## src/source/issue_pkg.sv

```systemverilog
package issue_pkg;

  localparam int reg_addr_width = 5;
  localparam int xlen = 32;

  // ~~~~~~~~~~~~~~~~~~~~
  // instruction kinds

  typedef enum logic [2:0] {
    class_none,
    class_alu,
    class_mul,
    class_load,
    class_store,
    class_csr,
    class_fence
  } op_class_e;

  typedef enum logic [2:0] {
    alu_add,
    alu_sub,
    alu_addi,
    alu_lui,
    alu_mul,
    alu_nop
  } alu_op_e;

  // ~~~~~~~~~~~~~~~~~~~~
  // rv32 major opcodes

  localparam logic [6:0] opc_op = 7'b0110011;
  localparam logic [6:0] opc_op_imm = 7'b0010011;
  localparam logic [6:0] opc_lui = 7'b0110111;
  localparam logic [6:0] opc_load = 7'b0000011;
  localparam logic [6:0] opc_store = 7'b0100011;
  localparam logic [6:0] opc_system = 7'b1110011;
  localparam logic [6:0] opc_fence = 7'b0001111;

endpackage

```

## src/source/pair_decoder.sv

```systemverilog
module pair_decoder (
  input  logic clock,
  input  logic reset,
  input  logic word0_valid,
  input  logic [issue_pkg::xlen-1:0] word0,
  input  logic word1_valid,
  input  logic [issue_pkg::xlen-1:0] word1,
  input  logic stall,
  output logic dec_lane0_valid,
  output issue_pkg::op_class_e dec_lane0_op_class,
  output issue_pkg::alu_op_e dec_lane0_alu_op,
  output logic [issue_pkg::reg_addr_width-1:0] dec_lane0_waddr,
  output logic [issue_pkg::reg_addr_width-1:0] dec_lane0_raddr1,
  output logic [issue_pkg::reg_addr_width-1:0] dec_lane0_raddr2,
  output logic [issue_pkg::xlen-1:0] dec_lane0_imm,
  output logic dec_lane0_wren,
  output logic dec_lane0_rden1,
  output logic dec_lane0_rden2,
  output logic dec_lane1_valid,
  output issue_pkg::op_class_e dec_lane1_op_class,
  output issue_pkg::alu_op_e dec_lane1_alu_op,
  output logic [issue_pkg::reg_addr_width-1:0] dec_lane1_waddr,
  output logic [issue_pkg::reg_addr_width-1:0] dec_lane1_raddr1,
  output logic [issue_pkg::reg_addr_width-1:0] dec_lane1_raddr2,
  output logic [issue_pkg::xlen-1:0] dec_lane1_imm,
  output logic dec_lane1_wren,
  output logic dec_lane1_rden1,
  output logic dec_lane1_rden2
);

  logic [issue_pkg::xlen-1:0] word [2];
  logic [1:0] word_valid;

  logic [1:0] uses_rd, uses_rs1, uses_rs2;
  logic [1:0] n_valid, n_wren, n_rden1, n_rden2;
  issue_pkg::op_class_e n_class [2];
  issue_pkg::alu_op_e n_alu [2];
  logic [issue_pkg::xlen-1:0] n_imm [2];

  logic [1:0] r_valid, r_wren, r_rden1, r_rden2;
  issue_pkg::op_class_e r_class [2];
  issue_pkg::alu_op_e r_alu [2];
  logic [issue_pkg::reg_addr_width-1:0] r_waddr [2], r_raddr1 [2], r_raddr2 [2];
  logic [issue_pkg::xlen-1:0] r_imm [2];

  assign word[0] = word0;
  assign word[1] = word1;
  assign word_valid = {word1_valid, word0_valid};

  always_comb begin
    for (int i = 0; i < 2; i++) begin
      n_class[i] = issue_pkg::class_none;
      n_alu[i] = issue_pkg::alu_nop;
      n_imm[i] = {{20{word[i][31]}}, word[i][31:20]}; // i-type unless overridden
      uses_rd[i] = 1'b0;
      uses_rs1[i] = 1'b0;
      uses_rs2[i] = 1'b0;
      case (word[i][6:0])
        issue_pkg::opc_op: begin
          if (word[i][14:12] == 3'b000) begin
            uses_rd[i] = 1'b1;
            uses_rs1[i] = 1'b1;
            uses_rs2[i] = 1'b1;
            case (word[i][31:25])
              7'h00: begin
                n_class[i] = issue_pkg::class_alu;
                n_alu[i] = issue_pkg::alu_add;
              end
              7'h20: begin
                n_class[i] = issue_pkg::class_alu;
                n_alu[i] = issue_pkg::alu_sub;
              end
              7'h01: begin
                n_class[i] = issue_pkg::class_mul;
                n_alu[i] = issue_pkg::alu_mul;
              end
              default: n_class[i] = issue_pkg::class_none;
            endcase
          end
        end
        issue_pkg::opc_op_imm: begin
          if (word[i][14:12] == 3'b000) begin
            n_class[i] = issue_pkg::class_alu;
            n_alu[i] = issue_pkg::alu_addi;
            uses_rd[i] = 1'b1;
            uses_rs1[i] = 1'b1;
          end
        end
        issue_pkg::opc_lui: begin
          n_class[i] = issue_pkg::class_alu;
          n_alu[i] = issue_pkg::alu_lui;
          n_imm[i] = {word[i][31:12], 12'b0};
          uses_rd[i] = 1'b1;
        end
        issue_pkg::opc_load: begin
          n_class[i] = issue_pkg::class_load; // address base only, no write back here
          uses_rs1[i] = 1'b1;
        end
        issue_pkg::opc_store: begin
          n_class[i] = issue_pkg::class_store;
          n_imm[i] = {{20{word[i][31]}}, word[i][31:25], word[i][11:7]};
          uses_rs1[i] = 1'b1;
          uses_rs2[i] = 1'b1;
        end
        issue_pkg::opc_system: begin
          if (word[i][14:12] != 3'b000) begin
            n_class[i] = issue_pkg::class_csr;
            uses_rs1[i] = !word[i][14]; // immediate forms carry a zimm in rs1
          end
        end
        issue_pkg::opc_fence: n_class[i] = issue_pkg::class_fence;
        default: n_class[i] = issue_pkg::class_none;
      endcase
      n_valid[i] = word_valid[i] && (n_class[i] != issue_pkg::class_none);
      n_wren[i] = uses_rd[i] && (word[i][11:7] != '0);
      n_rden1[i] = uses_rs1[i] && (word[i][19:15] != '0);
      n_rden2[i] = uses_rs2[i] && (word[i][24:20] != '0);
    end
  end

  always_ff @(posedge clock) begin
    if (!reset) begin
      r_valid <= '0;
    end else if (!stall) begin
      r_valid <= n_valid;
    end
  end

  always_ff @(posedge clock) begin
    if (!stall) begin // records stay put until the queue takes them
      for (int i = 0; i < 2; i++) begin
        r_class[i] <= n_class[i];
        r_alu[i] <= n_alu[i];
        r_waddr[i] <= word[i][11:7];
        r_raddr1[i] <= word[i][19:15];
        r_raddr2[i] <= word[i][24:20];
        r_imm[i] <= n_imm[i];
        r_wren[i] <= n_wren[i];
        r_rden1[i] <= n_rden1[i];
        r_rden2[i] <= n_rden2[i];
      end
    end
  end

  assign {dec_lane0_valid, dec_lane0_op_class, dec_lane0_alu_op} = {r_valid[0], r_class[0], r_alu[0]};
  assign {dec_lane1_valid, dec_lane1_op_class, dec_lane1_alu_op} = {r_valid[1], r_class[1], r_alu[1]};
  assign {dec_lane0_waddr, dec_lane0_raddr1, dec_lane0_raddr2} = {r_waddr[0], r_raddr1[0], r_raddr2[0]};
  assign {dec_lane1_waddr, dec_lane1_raddr1, dec_lane1_raddr2} = {r_waddr[1], r_raddr1[1], r_raddr2[1]};
  assign {dec_lane0_wren, dec_lane0_rden1, dec_lane0_rden2} = {r_wren[0], r_rden1[0], r_rden2[0]};
  assign {dec_lane1_wren, dec_lane1_rden1, dec_lane1_rden2} = {r_wren[1], r_rden1[1], r_rden2[1]};
  assign dec_lane0_imm = r_imm[0];
  assign dec_lane1_imm = r_imm[1];

endmodule

```

## config.mk

```make
export PLATFORM = sky130hd
export DESIGN_NAME = pair_decoder
export DESIGN_NICKNAME = d
export VERILOG_FILES = /design/src/source/issue_pkg.sv /design/src/source/pair_decoder.sv
export SDC_FILE = /design/constraint.sdc
export NUM_CORES = 1
export LEC_CHECK = 0
export ABC_AREA = 1
export CAP_MARGIN = 0
export CELL_PAD_IN_SITES_DETAIL_PLACEMENT = 1
export CELL_PAD_IN_SITES_GLOBAL_PLACEMENT = 1
export CORE_MARGIN = 2
export CORE_UTILIZATION = 48
export CTS_CLUSTER_SIZE = 40
export DETAILED_ROUTE_END_ITERATION = 7
export DONT_BUFFER_PORTS = 1
export GPL_TIMING_DRIVEN = 0
export PLACE_DENSITY = 0.87
export SLEW_MARGIN = 15
export SYNTH_ARGS = -nofsm -noshare
export SYNTH_HDL_FRONTEND = slang
export SYNTH_SLANG_ARGS = --single-unit
```

## constraint.sdc

```tcl
create_clock -name clock -period 4.4 [get_ports clock]
set_input_delay 0.66 -clock clock [delete_from_list [all_inputs] [get_ports clock]]
set_output_delay 0.66 -clock clock [all_outputs]
set_load 0.05 [all_outputs]
```

==> results <==
- For the worst setup path, the data arrival time is 1.18 ns.
- In this run the power density over the cells is 551.5 nW/um^2.
- The critical path runs through a total of 0 cells.
- After detailed routing, the number of remaining DRC violations is 0.
- The iteration count of the initial detailed-routing pass is 5.
- Tracing the worst setup path back leads to its startpoint at r_alu[0][0].
- The number of hold violations in the final report was 0.
- After clock tree synthesis, the repair step resized 0 gates.
- The leading cell type in the layout, fill and taps excluded is edfxtp_1.
- The post-synthesis sequential area ratio is 71.65%.
- Summed over all nets, the half-perimeter wirelength after detailed placement is 8200 um.
- In this run the cell area of the synthesized design comes to 4750 sq um.
- The total routed wirelength is 11590 um.
- The cell depth of the worst flop-to-flop path is 2.
- The synthesized netlist devotes 6.981% of its cell area to compound gates.
- Setup repair after global routing left no endpoint under its margin.
- The repair_antennas step left the layout with diodes totalling 0.
- In this run the static leakage power is 2.143 nW.
- The hold buffer count at cts is 0.
- After detailed routing, the average wire length per cell comes to 21.12 um.
- The boundary pin count is 183.
- The clock net in this run drives a total of 114 sinks.
- The simple-gate portion of the synthesized area is 15.52%.
- Summing the areas of all fa, ha and maj instances in the mapped netlist gives 0% of the synthesized area.
- Counting I/O delays and the setup requirement, the final critical path takes 1.836 ns.
- Global routing consumed, on the met3 layer, 9.543% of the routing resources.
- The count of nets left with antenna violations once routing finished came out at 0.
- By area, the combinational part of the netlist is dominated by simple AND/OR/NAND/NOR gates.
- For this run, the number of Yosys warnings is 0.
- After layout, the worst path uses 41.73% of the clock period.
- The number of buffers on the longest clock path is 2.
- The number of max-slew violations in the final report was 0.
- The count of placed standard cells in the final layout, fillers left out is 549.
- The final clock skew is 0 ns.
- Global routing consumed, over all layers together, 22.11% of the routing resources.
- The number of DRC markers in iteration 0 is 100.
- The min-delay analysis places its worst path in the category in -> reg.
- The accumulated negative setup slack is 0 ns.
- The flow ran to the end, and the final reports show no timing, DRC or antenna violations.
- The cell area after layout is 5530 sq um.
- Buffers inserted during clock tree synthesis total 17.
- Leaving out fill and tap cells, the most frequent cells in the layout are edfxtp_1, nand2_1, inv_1, nor2_1, o21ai_0.
- The peak fanout along the critical path is 1.
- In this run the critical register-to-register path is launched from r_valid[0].
- The hold path depth is 0.
- Global routing used 36.33% of the available met2 tracks.
- The critical path in this run is classified as reg -> out.
- TritonCTS built the clock tree.
- The startpoint type of the worst setup path is a register.
- The core region is 9684 sq um.
- Port buffering added 0 buffers.
- The instance area at placement is 4949 sq um.
- A synthesized cell averages 12.40 sq um.
- At the later pin of the worst-skew pair, clock insertion delay measures 0.50 ns.
- The destination of the worst register-to-register timing path is r_valid[0].
- The tool flagged a number of max-cap violations equal to 0.
- STA classifies the critical path endpoint as an output port.
- The clock transition at the register clock pins on the worst setup and hold paths after CTS is 0.06 ns.
- The cell sitting at the root of the clock tree is a clkbuf_8.
- The congestion estimate from routability-driven global placement came to 0.9358.
- After detailed routing, the number of vias per cell comes to 5.494.
- The first global-routing pass estimated 17150 um of wire.
- The portion of synthesized area spent on multiplexers is 0%.
- In this run the worst setup path terminates at dec_lane0_alu_op[0].
- Setup slack on the worst reg-to-reg path comes out at 3.40 ns.
- The synthesis-to-layout area growth is 16.44%.
- In the synthesized netlist, the number of instances is 383.
- The total number of H-tree levels is 4.
- The post-route netlist has 18.99% of its cells at a drive strength greater than 1.
- Based on the critical path, the design can be clocked at up to 544.6 MHz.
- The number of placement rows is 36.
- The final number of setup-violating endpoints is 0.
- After synthesis the netlist holds a flip-flop and latch count of 114.
- For the pin with the worst max-slew slack, the measured transition is 0.5133 ns.
- The pin count of the biggest net entering global routing is 60.
- The highest ir drop seen on vdd is 0.2359 mV.
- Measured against its own limit, the worst slew margin works out to 65.73%.
- The busiest layer in global routing is met2.
- The detailed-route via count is 3016.
- The count of different cell masters after synthesis is 30.
- The number of setup buffers added after CTS is 0.
- The die extent in y is 103.5 um.
- The total grt overflow is 0.
- The cell count after placement is 517.
- The total nets after synthesis is 452.
- The post-layout net count is 472.
- The initial core utilization is 49.04%.
- Fill cells in the final layout number 969.
- The initial antenna violation count is 0.
- In the global route stage, met1 resource usage came out at 24.16%.
- The die span in x is 103.5 um.
- The number of global-route vias before repair was 3233.
- Of the total synthesized cell area, the portion taken by XOR and XNOR cells is 0%.
- STA puts the critical path data required time at 3.74 ns.
- The die covers 10710 sq um.
==> layout make-up <==
cell class / count / area [sq um] / area share, %
sequential: 114 / 3403 / 61.54
multi-input combinational: 206 / 1069 / 19.32
clock buffer: 17 / 414.1 / 7.489
inverter: 55 / 219.0 / 3.959
clock inverter: 15 / 167.7 / 3.032
tap: 133 / 166.4 / 3.009
buffer: 8 / 63.81 / 1.154
timing repair buffer: 1 / 27.53 / 0.4977
==> how the worst min path moves through the flow <==
stage                    start        endpoint  slack [ns]
global placement    r_valid[1]      r_valid[1]        0.70
CTS                  word0[16]  r_raddr1[0][1]        0.22
finish               word1[19]  r_raddr1[0][9]        0.25
floorplan           r_valid[1]      r_valid[1]        0.68
global route         word0[31]    r_imm[0][31]        0.21
detailed placement  r_valid[1]      r_valid[1]        0.73
==> metrics by stage <==
stage               setup WS (ns)  power (mW)  hold slack [ns]  utilization, %
floorplan                   1.111       1.691           0.6826               -
global placement           0.3823       1.723           0.7020           50.76
detailed placement          2.375       1.729           0.7268           51.10
CTS                         2.527       3.072           0.2187           57.11
global route                2.517       3.144           0.2147           57.11
finish                      2.564       3.050           0.2462           57.11
==> power breakdown <==
group          internal [mW]  switching (mW)  total [mW]
combinational         0.0270          0.0718      0.0988
sequential              1.29           0.318        1.61
clock                  0.854           0.485        1.34
total                   2.17           0.875        3.05
==> Yosys cell counts <==
cell | instances | area [sq um]
nor2_4 | 7 | 78.83
a32oi_1 | 2 | 17.52
inv_2 | 5 | 18.77
nand2_1 | 56 | 210.2
o211ai_1 | 2 | 15.01
nor4_1 | 3 | 18.77
a21oi_1 | 5 | 25.02
nand4_1 | 1 | 6.260
o31ai_1 | 1 | 7.510
nand3_1 | 18 | 90.09
buf_6 | 3 | 33.78
edfxtp_1 | 112 | 3363
o22ai_1 | 2 | 12.51
inv_1 | 47 | 176.4
o21ai_2 | 9 | 78.83
nand2_2 | 6 | 37.54
o21ai_0 | 25 | 125.1
dfxtp_1 | 2 | 40.04
nor3_1 | 9 | 45.04
o21ai_1 | 7 | 35.03
nand3_2 | 5 | 50.05
nor3b_2 | 1 | 12.51
nor2_1 | 42 | 157.7
buf_4 | 2 | 15.01
inv_4 | 3 | 18.77
a31oi_1 | 1 | 6.260
nand2_4 | 2 | 22.52
a21oi_2 | 1 | 8.760
nor3b_1 | 1 | 7.510
buf_2 | 3 | 15.01
==> cell families after synthesis <==
kind of cell	count (synthesis)
AOI/OAI and AO/OA	55
buffers and inverters	63
DFF	114
and+or+nand+nor	151
==> state kept, by name, summed over array words and instances, names as in the netlist <==
signal	flops
r_alu	6
r_class	6
r_imm	64
r_raddr1	10
r_raddr2	10
r_rden1	2
r_rden2	2
r_valid	2
r_waddr	10
r_wren	2
==> per-layer routing <==
layer  vias up  wire length [um]
met3        16              1317
met5         -                 0
met2       180              5725
li1       1370                 -
met1      1450              4263
met4         0               287
==> worst register-to-register path: cells and delay by family (launching register included) <==
kind | cells | cell delay (ns)
AO/OA/AOI/OAI | 1 | 0.15
AND/OR/NAND/NOR | 1 | 0.15
flip-flops | 1 | 0.64
Note: power is estimated with default switching activity, not from simulation.
