File: src/source/issue_pkg.sv
package issue_pkg;

  localparam int reg_addr_width = 5;
  localparam int xlen = 32;

  // ~~~~~~~~~~~~~~~~~~~~
  // instruction kinds

  typedef enum logic [2:0] {
    class_none,
    class_alu,
    class_mul,
    class_load,
    class_store,
    class_csr,
    class_fence
  } op_class_e;

  typedef enum logic [2:0] {
    alu_add,
    alu_sub,
    alu_addi,
    alu_lui,
    alu_mul,
    alu_nop
  } alu_op_e;

  // ~~~~~~~~~~~~~~~~~~~~
  // rv32 major opcodes

  localparam logic [6:0] opc_op = 7'b0110011;
  localparam logic [6:0] opc_op_imm = 7'b0010011;
  localparam logic [6:0] opc_lui = 7'b0110111;
  localparam logic [6:0] opc_load = 7'b0000011;
  localparam logic [6:0] opc_store = 7'b0100011;
  localparam logic [6:0] opc_system = 7'b1110011;
  localparam logic [6:0] opc_fence = 7'b0001111;

endpackage

File: src/source/hazard_queue.sv
module hazard_queue #(
  parameter int queue_depth = 8
) (
  input  logic clock,
  input  logic reset,
  input  logic hold,
  input  logic flush,
  input  logic dec_lane0_valid,
  input  issue_pkg::op_class_e dec_lane0_op_class,
  input  issue_pkg::alu_op_e dec_lane0_alu_op,
  input  logic [issue_pkg::reg_addr_width-1:0] dec_lane0_waddr,
  input  logic [issue_pkg::reg_addr_width-1:0] dec_lane0_raddr1,
  input  logic [issue_pkg::reg_addr_width-1:0] dec_lane0_raddr2,
  input  logic [issue_pkg::xlen-1:0] dec_lane0_imm,
  input  logic dec_lane0_wren,
  input  logic dec_lane0_rden1,
  input  logic dec_lane0_rden2,
  input  logic dec_lane1_valid,
  input  issue_pkg::op_class_e dec_lane1_op_class,
  input  issue_pkg::alu_op_e dec_lane1_alu_op,
  input  logic [issue_pkg::reg_addr_width-1:0] dec_lane1_waddr,
  input  logic [issue_pkg::reg_addr_width-1:0] dec_lane1_raddr1,
  input  logic [issue_pkg::reg_addr_width-1:0] dec_lane1_raddr2,
  input  logic [issue_pkg::xlen-1:0] dec_lane1_imm,
  input  logic dec_lane1_wren,
  input  logic dec_lane1_rden1,
  input  logic dec_lane1_rden2,
  output logic iss_lane0_valid,
  output issue_pkg::op_class_e iss_lane0_op_class,
  output issue_pkg::alu_op_e iss_lane0_alu_op,
  output logic [issue_pkg::reg_addr_width-1:0] iss_lane0_waddr,
  output logic [issue_pkg::reg_addr_width-1:0] iss_lane0_raddr1,
  output logic [issue_pkg::reg_addr_width-1:0] iss_lane0_raddr2,
  output logic [issue_pkg::xlen-1:0] iss_lane0_imm,
  output logic iss_lane0_wren,
  output logic iss_lane0_rden1,
  output logic iss_lane0_rden2,
  output logic iss_lane1_valid,
  output issue_pkg::op_class_e iss_lane1_op_class,
  output issue_pkg::alu_op_e iss_lane1_alu_op,
  output logic [issue_pkg::reg_addr_width-1:0] iss_lane1_waddr,
  output logic [issue_pkg::reg_addr_width-1:0] iss_lane1_raddr1,
  output logic [issue_pkg::reg_addr_width-1:0] iss_lane1_raddr2,
  output logic [issue_pkg::xlen-1:0] iss_lane1_imm,
  output logic iss_lane1_wren,
  output logic iss_lane1_rden1,
  output logic iss_lane1_rden2,
  output logic stall
);

  localparam int ptr_width = $clog2(queue_depth);

  typedef struct packed {
    issue_pkg::op_class_e op_class;
    issue_pkg::alu_op_e alu_op;
    logic [issue_pkg::reg_addr_width-1:0] waddr;
    logic [issue_pkg::reg_addr_width-1:0] raddr1;
    logic [issue_pkg::reg_addr_width-1:0] raddr2;
    logic [issue_pkg::xlen-1:0] imm;
    logic wren;
    logic rden1;
    logic rden2;
  } entry_t;

  entry_t mem [queue_depth];
  entry_t in0, in1, first_in, slot0, slot1;

  logic [ptr_width-1:0] wr_ptr, wr_ptr1, rd_ptr, rd_ptr1;
  logic [ptr_width:0] count, avail, count_next;
  logic [1:0] n_in, pass;
  logic write_en, single, same_unit, raw;

  assign in0 = {dec_lane0_op_class, dec_lane0_alu_op, dec_lane0_waddr, dec_lane0_raddr1,
                dec_lane0_raddr2, dec_lane0_imm, dec_lane0_wren, dec_lane0_rden1, dec_lane0_rden2};
  assign in1 = {dec_lane1_op_class, dec_lane1_alu_op, dec_lane1_waddr, dec_lane1_raddr1,
                dec_lane1_raddr2, dec_lane1_imm, dec_lane1_wren, dec_lane1_rden1, dec_lane1_rden2};

  // ~~~~~~~~~~~~~~~~~~~~
  // view of the queue after this cycle's writes

  assign write_en = !stall && !flush;
  assign n_in = write_en ? {1'b0, dec_lane0_valid} + {1'b0, dec_lane1_valid} : 2'd0;
  assign avail = count + (ptr_width + 1)'(n_in);
  assign first_in = dec_lane0_valid ? in0 : in1;
  assign wr_ptr1 = wr_ptr + 1'b1;
  assign rd_ptr1 = rd_ptr + 1'b1;

  assign slot0 = (count != 0) ? mem[rd_ptr] : first_in; // empty queue issues on arrival
  assign slot1 = (count > 1) ? mem[rd_ptr1] : ((count == 1) ? first_in : in1);

  // ~~~~~~~~~~~~~~~~~~~~
  // pairing rules

  assign single = (slot0.op_class == issue_pkg::class_fence) ||
                  (slot1.op_class == issue_pkg::class_fence);
  assign same_unit =
    ((slot0.op_class inside {issue_pkg::class_load, issue_pkg::class_store}) &&
     (slot1.op_class inside {issue_pkg::class_load, issue_pkg::class_store})) ||
    ((slot0.op_class == issue_pkg::class_mul) && (slot1.op_class == issue_pkg::class_mul)) ||
    ((slot0.op_class == issue_pkg::class_csr) && (slot1.op_class == issue_pkg::class_csr));
  assign raw = slot0.wren && ((slot1.rden1 && (slot1.raddr1 == slot0.waddr)) ||
                              (slot1.rden2 && (slot1.raddr2 == slot0.waddr)));

  always_comb begin
    if (hold || flush) begin
      pass = 2'd0;
    end else if (single || same_unit || raw) begin
      pass = 2'd1;
    end else begin
      pass = 2'd2;
    end
    if (avail < (ptr_width + 1)'(pass)) begin
      pass = avail[1:0]; // never issue more than is held
    end
  end

  assign count_next = avail - (ptr_width + 1)'(pass);

  always_ff @(posedge clock) begin
    if (!reset || flush) begin
      wr_ptr <= '0;
      rd_ptr <= '0;
      count <= '0;
      stall <= 1'b0;
    end else begin
      wr_ptr <= wr_ptr + ptr_width'(n_in);
      rd_ptr <= rd_ptr + ptr_width'(pass);
      count <= count_next;
      stall <= (count_next > (queue_depth / 2)); // leaves room for one more pair
    end
  end

  always_ff @(posedge clock) begin
    if (write_en && dec_lane0_valid) begin
      mem[wr_ptr] <= in0;
    end
    if (write_en && dec_lane1_valid) begin
      mem[dec_lane0_valid ? wr_ptr1 : wr_ptr] <= in1;
    end
  end

  assign iss_lane0_valid = (pass != 2'd0);
  assign iss_lane1_valid = (pass == 2'd2);
  assign {iss_lane0_op_class, iss_lane0_alu_op, iss_lane0_waddr, iss_lane0_raddr1,
          iss_lane0_raddr2, iss_lane0_imm, iss_lane0_wren, iss_lane0_rden1,
          iss_lane0_rden2} = slot0;
  assign {iss_lane1_op_class, iss_lane1_alu_op, iss_lane1_waddr, iss_lane1_raddr1,
          iss_lane1_raddr2, iss_lane1_imm, iss_lane1_wren, iss_lane1_rden1,
          iss_lane1_rden2} = slot1;

endmodule

File: config.mk
export PLATFORM = sky130hd
export DESIGN_NAME = hazard_queue
export DESIGN_NICKNAME = d
export VERILOG_FILES = /design/src/source/issue_pkg.sv /design/src/source/hazard_queue.sv
export SDC_FILE = /design/constraint.sdc
export NUM_CORES = 1
export LEC_CHECK = 0
export BUFFER_PORTS_ARGS = -buffer_cell sky130_fd_sc_hd__buf_2
export CORE_MARGIN = 1
export CORE_UTILIZATION = 40
export DETAILED_ROUTE_END_ITERATION = 16
export PLACE_DENSITY = 0.64
export SYNTH_ARGS = -nofsm -noshare
export SYNTH_HDL_FRONTEND = slang
export SYNTH_SLANG_ARGS = --single-unit
File: constraint.sdc
create_clock -name clock -period 8.7 [get_ports clock]
set_input_delay 1.74 -clock clock [delete_from_list [all_inputs] [get_ports clock]]
set_output_delay 1.74 -clock clock [all_outputs]
set_load 0.01 [all_outputs]
==> flow_results.org, run 1 <==
** GRT
- Pin count of the biggest net entering global routing :: 84
- Tot GR Track Use :: 0.244
- Overflow left after global routing :: 0
- Wire length of the first global-routing pass :: 134 mm
- Number of antenna violations at the first check in global routing :: 15
- Number of global-route vias before repair :: 20000

** Routing
- Overall routed net length :: 92.3 mm
- In the final routed layout, each cell accounts on average for 29.4 um.
- Number of vias after detailed routing :: 19700
- Number of design rule violations left after detail routing :: 0
- Detail Route Antenna Nets :: 0
- Drt via density :: 6.28
- TritonRoute pass-1 iters :: 7
- Count of routing violations after the opening detailed-route iteration :: 1938

** Clock network
- After clock tree synthesis, the flow added hold-fix buffers numbering 0.
- Post-cts sizing count :: 0
- Worst skew pair latency :: 620 ps
- TritonCTS clock tree :: yes
- CTS built an H-tree with a depth of 2.
- After clock tree synthesis, the clock-pin slew on the worst setup and hold paths is 60 ps.
- Clock buffer count from CTS :: 52
- Clk buf depth :: 3
- CTS Root Buffer Type :: sky130_fd_sc_hd__clkbuf_16
- Clock sink count :: 459
- Number of buffers inserted by post-CTS setup repair :: 0

** Floorplanning
- Die X-Extent :: 273 um
- Starting density of the core :: 0.404
- Area of the core :: 0.0728 mm^2
- The floorplan step defined a die boundary enclosing 0.0746 mm^2.
- Std cell rows :: 99
- Die H :: 273 um
- In this run the count of I/O pins placed on the die edge is 233.

** Synthesis
- After synthesis, the netlist uses 66 different library cells.
- The share of synthesized area in the top cell type comes to 0.458.
- Area share of and/or/nand/nor cells after synthesis :: 0.0487
- Yosys printed 0 warnings.
- Proportion of register bits with asynchronous set or reset after synthesis :: 0
- Synthesis produced a netlist with a net count of 2219.
- Part of the Yosys area used for sequential elements :: 0.465
- Sorting the synthesized cells by area gives the leading types as sky130_fd_sc_hd__edfxtp_1 46%, sky130_fd_sc_hd__mux2_2 18%, sky130_fd_sc_hd__mux4_2 16%.
- Post-synthesis compound-gate area fraction :: 0.0576
- The synthesized design contains 459 register bits.
- By area, the combinational part of the netlist is dominated by multiplexers.
- Post-Synthesis Mean Instance Area :: 14.1 um^2
- Among all flip-flop cells after synthesis, the most frequent one is sky130_fd_sc_hd__edfxtp_1.
- Synthesis produced a netlist whose cell count is 2087.
- Of the total synthesized cell area, the portion taken by XOR and XNOR cells is 0.00477.
- Counting flops with a built-in enable in the synthesized netlist gives 448.
- Mapped Area :: 0.0294 mm^2
- Of the total synthesized cell area, the portion taken by full adders, half adders and majority gates is 0.00698.
- The portion of synthesized area spent on multiplexers is 0.376.
- Of all cell types, the one taking the most synthesized area is sky130_fd_sc_hd__edfxtp_1.

** Placement
- At the end of routability-driven placement, the weighted congestion stood at 0.844.
- Summing all placed instances gives a cell area of 0.0312 mm^2.
- HPWL after detailed placement :: 53.7 mm
- Quantity of I/O buffers inserted on ports :: 232

** Timing
- Final Skew :: 21.8 ps
- At the pin with the least slew margin, the transition time is 1220 ps.
- The number of hold violations in the final report was 0.
- RSZ-0062 raised after global routing :: false
- Top achievable clock speed :: 140 MHz
- Headroom to the max-slew limit came out at 0.188.
- Final Setup Violations :: 0
- Summed over all failing endpoints, the final setup total negative slack is 0 ps.
- Dividing the final minimum period by the clock period gives 0.823.
- Minimum clock period :: 7160 ps
- Final worst hold slack :: 669 ps
- Max-slew violation total from the final report :: 0

** Layout
- Of the cells placed in the final design, the portion with a size suffix greater than 1 is 0.478.
- Leaving out fill and tap cells, the most frequent cell in the layout is sky130_fd_sc_hd__mux2_2.
- The final layout contains 2267 nets.
- The area growth from synthesis to layout is 11.4%.
- In the layout the commonest cells are 457 x sky130_fd_sc_hd__mux2_2, 448 x sky130_fd_sc_hd__edfxtp_1, 231 x sky130_fd_sc_hd__buf_2, 206 x sky130_fd_sc_hd__mux4_2, 125 x sky130_fd_sc_hd__mux2i_1.
- Fin area :: 0.0328 mm^2

** Setup path
- Most prevalent standard cell on the critical path :: sky130_fd_sc_hd__nand2_1
- In this run the worst path has a maximum fanout of 63.
- STA classifies the critical path startpoint as a flop.
- Data arrives at the worst endpoint at 5420 ps.
- The worst setup path is captured at a primary output.
- Worst-path cell with the longest stage delay :: sky130_fd_sc_hd__ha_4
- Category of the critical setup timing path :: reg2out
- For the worst setup path, the data required time is 6960 ps.
- Critical path cell sequence :: ha_4, mux2i_1, mux4_2, o311ai_0, a2111oi_2, nand3_1, and4_4, nand2_1, ha_1, nor2_1, nand2_1, or3_1, o22ai_1, o21ba_1, buf_2
- Maximum cell stage delay along the critical path :: 870 ps

** Power
- For this design the static power due to leakage is 10.4 nW.
- Power spread over the standard cell area amounts to 279 mW/mm^2.
- Peak supply drop :: 0.000359 V

** Outcome
- The flow ran to the end, and the final reports show no timing, DRC or antenna violations.

** Run
- Max-cap violations :: 0

** Hold path
- The worst hold path belongs to the class reg2reg.
## cell type report
type                       instances  area, um^2
antenna                            5        12.5
clock buffer                      67        1400
clock inverter                    30         143
fill                            6493       40100
inverter                          10        37.5
multi-input combinational       1336       14700
sequential                       459       13700
tap                              959        1200
timing repair buffer             276        1550
## sequential cells by signal, indices dropped and copies added (netlist names)
signal,flops
rd_ptr,3
stall,1
mem,448
wr_ptr,3
count,4
## layer usage
layer / global-route usage / wire [um]
met1: 0.334 / 37800
met2: 0.393 / 44500
met3: 0.0427 / 7450
met4: 0.0767 / 2440
met5: 0 / 138
## critical path, delay by kind of cell (launching register included)
family / cells / cell delay [ps]
and+or+nand+nor: 6 / 1130
adders and majority gates: 2 / 1060
DFF: 1 / 840
AOI/OAI and AO/OA: 4 / 880
buffers and inverters: 1 / 130
muxes: 2 / 710
## synthesized netlist by cell type (5+ instances only)
library cell	count
sky130_fd_sc_hd__a211oi_1	97
sky130_fd_sc_hd__a21oi_1	106
sky130_fd_sc_hd__a31oi_1	5
sky130_fd_sc_hd__and2_1	7
sky130_fd_sc_hd__and3_1	44
sky130_fd_sc_hd__buf_1	79
sky130_fd_sc_hd__buf_2	48
sky130_fd_sc_hd__buf_4	5
sky130_fd_sc_hd__clkbuf_1	139
sky130_fd_sc_hd__clkbuf_2	9
sky130_fd_sc_hd__dfxtp_1	11
sky130_fd_sc_hd__edfxtp_1	448
sky130_fd_sc_hd__ha_1	10
sky130_fd_sc_hd__inv_1	10
sky130_fd_sc_hd__mux2_2	457
sky130_fd_sc_hd__mux2i_1	125
sky130_fd_sc_hd__mux4_2	206
sky130_fd_sc_hd__nand2_1	52
sky130_fd_sc_hd__nand2b_1	6
sky130_fd_sc_hd__nand3_1	30
sky130_fd_sc_hd__nand3b_1	5
sky130_fd_sc_hd__nor2_1	27
sky130_fd_sc_hd__nor2b_1	61
sky130_fd_sc_hd__nor3b_1	6
sky130_fd_sc_hd__o21ai_0	9
sky130_fd_sc_hd__o22ai_1	8
sky130_fd_sc_hd__xnor2_1	5
sky130_fd_sc_hd__xor2_1	6
## power by group
group | leakage [nW] | switching (W) | internal (W)
Clock | 0.749 | 0.000922 | 0.00113
Combinational | 5.53 | 0.00276 | 0.00173
Sequential | 4.15 | 0.0000876 | 0.00251
Total | 10.4 | 0.00377 | 0.00537
## metrics by stage
step                      setup slack [ps]  total power (W)  std cells   util
final                                 1540          0.00914       3142  0.450
after global routing                  1310          0.00955       3141  0.450
after CTS                             1540          0.00919       3137  0.450
after detailed placement              1750          0.00713       3040  0.428
after global placement                1840          0.00708       3040  0.428
after floorplan                        838          0.00546       2087      -
## kinds of logic (layout without fill, tap and decap cells)
kind of cell             after synthesis  count (layout)
adder cells (fa/ha/maj)               14              14
flip-flops                           459             459
XOR/XNOR                              13              13
buffers and inverters                292             383
multiplexers                         789             789
AO/OA/AOI/OAI                        259             259
other                                  0               5
AND/OR/NAND/NOR                      261             261
## worst paths after layout
kind                        start                    to  slack [ps]  depth (start not counted)
max          rd_ptr[1]$_SDFF_PP0_       iss_lane0_valid        1540                         15
min          wr_ptr[2]$_SDFF_PP0_  wr_ptr[2]$_SDFF_PP0_         670                          2
max reg2reg  rd_ptr[1]$_SDFF_PP0_      stall$_SDFF_PP0_        2970                         18
min reg2reg  wr_ptr[2]$_SDFF_PP0_  wr_ptr[2]$_SDFF_PP0_         670                          2
No activity file was read; power rests on OpenSTA's default activity.
==> run 2: changes to the inputs <==
- PLACE_DENSITY: 0.64 -> 0.66
- clock period: 8.7 -> 6.5 ns (I/O delays scaled with it)
==> run 2 against run 1 <==
Against the previous run: final cell count rose by 0.29%; core utilization grew 0.14 points; sequential cell count unchanged; routed wire length is 1.0% lower; global-route usage shrank 0.21 points; combinational power increased by 36%; via count increased by 1.2%; clock-buffer cell count did not move; setup slack lost 1200 ps; critical path type unchanged.
==> flow_results.org, run 2 (synthesized netlist as in run 1, its figures left out) <==
** Outcome
- Outcome :: finished clean (unchanged)

** Setup path
- Worst-path cell with the longest stage delay :: sky130_fd_sc_hd__dfxtp_4 (was sky130_fd_sc_hd__ha_4)
- Highest net fanout along the worst path :: 16 (was 63)
- Buf/Inv on CP :: 2 (was 1)
- The most frequent cell on the critical path is sky130_fd_sc_hd__nand2_1 (unchanged).
- Worst EP required :: 5200 ps (was 6960 ps)
- Crit start category :: flop (unchanged)
- Critical path endpoint category :: primary output (unchanged)
- The type of the worst setup path was reg2out (unchanged).
- The critical path's top delay family was simple AND/OR/NAND/NOR gates (unchanged).
- CP Data Arrival Time :: 4830 ps (was 5420 ps)
- Maximum cell stage delay along the critical path :: 590 ps (was 870 ps)
- Critical path cell sequence: ha_4, xor2_4, buf_4, mux2i_1, a22oi_1, a41o_1, xnor2_1, nand4_1, and4_4, nand2_1, ha_1, nor2_1, nand2_1, or3_1, o22ai_1, o21ba_1, buf_2 (was ha_4, mux2i_1, mux4_2, o311ai_0, a2111oi_2, nand3_1, and4_4, nand2_1, ha_1, nor2_1, nand2_1, or3_1, o22ai_1, o21ba_1, buf_2).

** Timing
- Final Skew :: 24.4 ps (was 21.8 ps)
- Based on the critical path, the design can be clocked at up to 163 MHz.
- Final period utilization :: 0.943
- The number of failing setup endpoints in the final timing report is 0 (unchanged).
- Transition at the pin with the smallest max-transition slack :: 1160 ps (was 1220 ps)
- Counting I/O delays and the setup requirement, the final critical path takes 6130 ps.
- Worst max-slew margin expressed relative to the limit :: 0.225 (was 0.188)
- Max-slew violation total from the final report :: 0 (unchanged)
- Number of hold violations in the final report :: 0 (unchanged)
- RSZ-0062 raised after global routing: false (unchanged).

** Floorplanning
- Starting density of the core :: 0.404 (unchanged)
- The x dimension of the die was 273 um (unchanged).
- Std cell rows :: 99 (unchanged)
- Area of the core :: 0.0728 mm^2 (unchanged)
- The die outline height is 273 um (unchanged).
- The total die area is 0.0746 mm^2 (unchanged).
- Boundary Pins :: 233 (unchanged)

** Placement
- HPWL after detailed placement :: 53.6 mm (was 53.7 mm)
- The count of port buffers added during placement came to 232 (unchanged).
- The number of placed instances, taps included was 3053 (was 3040).
- The weighted congestion at the end of routability-driven global placement came to 0.853 (was 0.844).

** Layout
- The most common cell after layout, fill and taps aside is sky130_fd_sc_hd__mux2_2 (unchanged).
- Largest register FFs :: 448 (unchanged)
- Largest registers: mem x448, count x4 (unchanged).
- Commonest cells after routing, fill and taps aside :: 457 x sky130_fd_sc_hd__mux2_2, 448 x sky130_fd_sc_hd__edfxtp_1, 231 x sky130_fd_sc_hd__buf_2, 206 x sky130_fd_sc_hd__mux4_2, 125 x sky130_fd_sc_hd__mux2i_1 (unchanged)
- Synth-to-layout area growth :: 11.8% (was 11.4%)
- Register with the most flip-flops :: mem (unchanged)
- Nets@finish :: 2282 (was 2267)
- The share of post-route cells with drive strength above 1 came to 0.482 (was 0.478).
- The non-filler instance count after layout is 3151 (was 3142).

** Power
- The register share of total power came to 0.283 (was 0.285).
- The combinational group share of total power is 0.502 (was 0.491).
- Switching power of the nets :: 0.00505 W (was 0.00377 W)
- Sum of internal, switching and leakage power :: 0.0122 W (was 0.00914 W)
- Fraction of power spent switching nets :: 0.415 (was 0.413)
- The total power density per cell area is 370 mW/mm^2 (was 279 mW/mm^2).
- Peak supply drop :: 0.000422 V (was 0.000359 V)
- The share of power burned in the clock network was 0.215 (was 0.224).
- The internal power summed over all cells came to 0.00712 W (was 0.00537 W).
- The static leakage came to 10.5 nW (was 10.4 nW).

** GRT
- The overall routing resource usage was 0.242 (was 0.244).
- Wire length of the first global-routing pass :: 134 mm (about the same)
- Number of global-route vias before repair :: 20200 (was 20000)
- The total congestion overflow is 0 (unchanged).
- The pin count of the biggest net entering global routing was 102 (was 84).
- Number of antenna violations at the first check in global routing :: 20 (was 15)

** Routing
- Drt via density :: 6.34 (was 6.28)
- Detail Route Antenna Nets :: 0 (unchanged)
- TritonRoute pass-1 iters :: 5 (was 7)
- Number of vias after detailed routing :: 20000 (was 19700)
- The DRC violations left was 0 (unchanged).
- Count of routing violations after the opening detailed-route iteration :: 2150 (was 1938)
- WL per Instance :: 29.0 um (was 29.4 um)
- The routed wire length is 91.4 mm (was 92.3 mm).

** Clock network
- The number of buffers added by the clock tree synthesis step was 50 (was 52).
- CTS Root Buffer Type :: sky130_fd_sc_hd__clkbuf_16 (unchanged)
- Worst skew pair latency :: 600 ps (was 620 ps)
- Level count of the clock H-tree :: 2 (unchanged)
- Clk buf depth :: 3 (unchanged)
- The CTS tree is yes (unchanged).
- Post-CTS clock slew at the launch and capture registers of the worst setup and hold paths :: 60 ps (about the same)
- The total of hold buffers inserted after clock tree synthesis was 0 (unchanged).
- Clock sink count :: 459 (unchanged)

** Hold path
- Class of the most critical hold timing path :: reg2reg (unchanged)

** Run
- Max-cap violations :: 0 (unchanged)
[run 2: cell type report]
class | instances | area [um^2]
diodes | 6 | 15.0
clock buffers | 67 | 1320
clock inverters | 21 | 121
fillers | 6498 | 40000
inverters | 10 | 41.3
multi-input cells | 1336 | 14700
flip-flops and latches | 459 | 13700
well taps | 959 | 1200
repair buffers | 293 | 1750
[run 2: per-layer routing]
metal	vias up	track usage	wire length [um]
li1	8435	-	-
met1	10300	0.325	36400
met2	971	0.397	44200
met3	194	0.0495	8340
met4	26	0.0640	2250
met5	-	0	171
[run 2: worst register-to-register path, stage by stage (launching register included)]
cell and delay (ps):
sky130_fd_sc_hd__dfxtp_4 590, sky130_fd_sc_hd__buf_4 410, sky130_fd_sc_hd__mux4_2 570, sky130_fd_sc_hd__mux2i_1 230, sky130_fd_sc_hd__a21oi_2 140, sky130_fd_sc_hd__or3_1 440
sky130_fd_sc_hd__a2111oi_2 380, sky130_fd_sc_hd__nand3_1 150, sky130_fd_sc_hd__and4_4 200, sky130_fd_sc_hd__nand2_1 70, sky130_fd_sc_hd__ha_1 280, sky130_fd_sc_hd__o32ai_1 420
sky130_fd_sc_hd__ha_1 210, sky130_fd_sc_hd__inv_1 70, sky130_fd_sc_hd__fa_1 520, sky130_fd_sc_hd__and2_1 140, sky130_fd_sc_hd__nor2_1 40, sky130_fd_sc_hd__o22ai_1 130
[run 2: worst paths after layout]
path / startpoint / end / slack [ps] / cells past startpoint
setup / recovery: rd_ptr[1]$_SDFF_PP0_ / iss_lane0_valid / 370 / 17
hold / removal: wr_ptr[2]$_SDFF_PP0_ / wr_ptr[2]$_SDFF_PP0_ / 670 / 2
setup reg to reg: rd_ptr[1]$_SDFF_PP0_ / stall$_SDFF_PP0_ / 1430 / 17
hold reg to reg: wr_ptr[2]$_SDFF_PP0_ / wr_ptr[2]$_SDFF_PP0_ / 670 / 2
[run 2: repair_timing]
action / 4_1_cts / 5_1_grt
setup buffers: 0 / 4
resized for setup: 0 / 1
endpoints found under the setup margin: 0 / 1
[run 2: power groups by stage]
| stage | clock [W] | combinational, W | sequential (W) |
|---|---|---|---|
| 3_3_place_gp | 0 | 0.00598 | 0.00350 |
| 3_5_place_dp | 0 | 0.00605 | 0.00350 |
| 6_report | 0.00261 | 0.00611 | 0.00344 |
| 4_1_cts | 0.00265 | 0.00607 | 0.00344 |
| 5_1_grt | 0.00274 | 0.00652 | 0.00345 |
| 2_1_floorplan | 0 | 0.00384 | 0.00347 |
[run 2: per-stage QoR]
step                      cell area (um^2)   util  hold WS (ps)  setup WS [ps]  TNS (ps)
after CTS                            32800  0.450           675            114         0
after global routing                 32800  0.451           719           69.4         0
after global placement               31400  0.431           641            612         0
final                                32900  0.451           671            368         0
after floorplan                      29400      -           636           -649    -72670
after detailed placement             31400  0.431           663            515         0
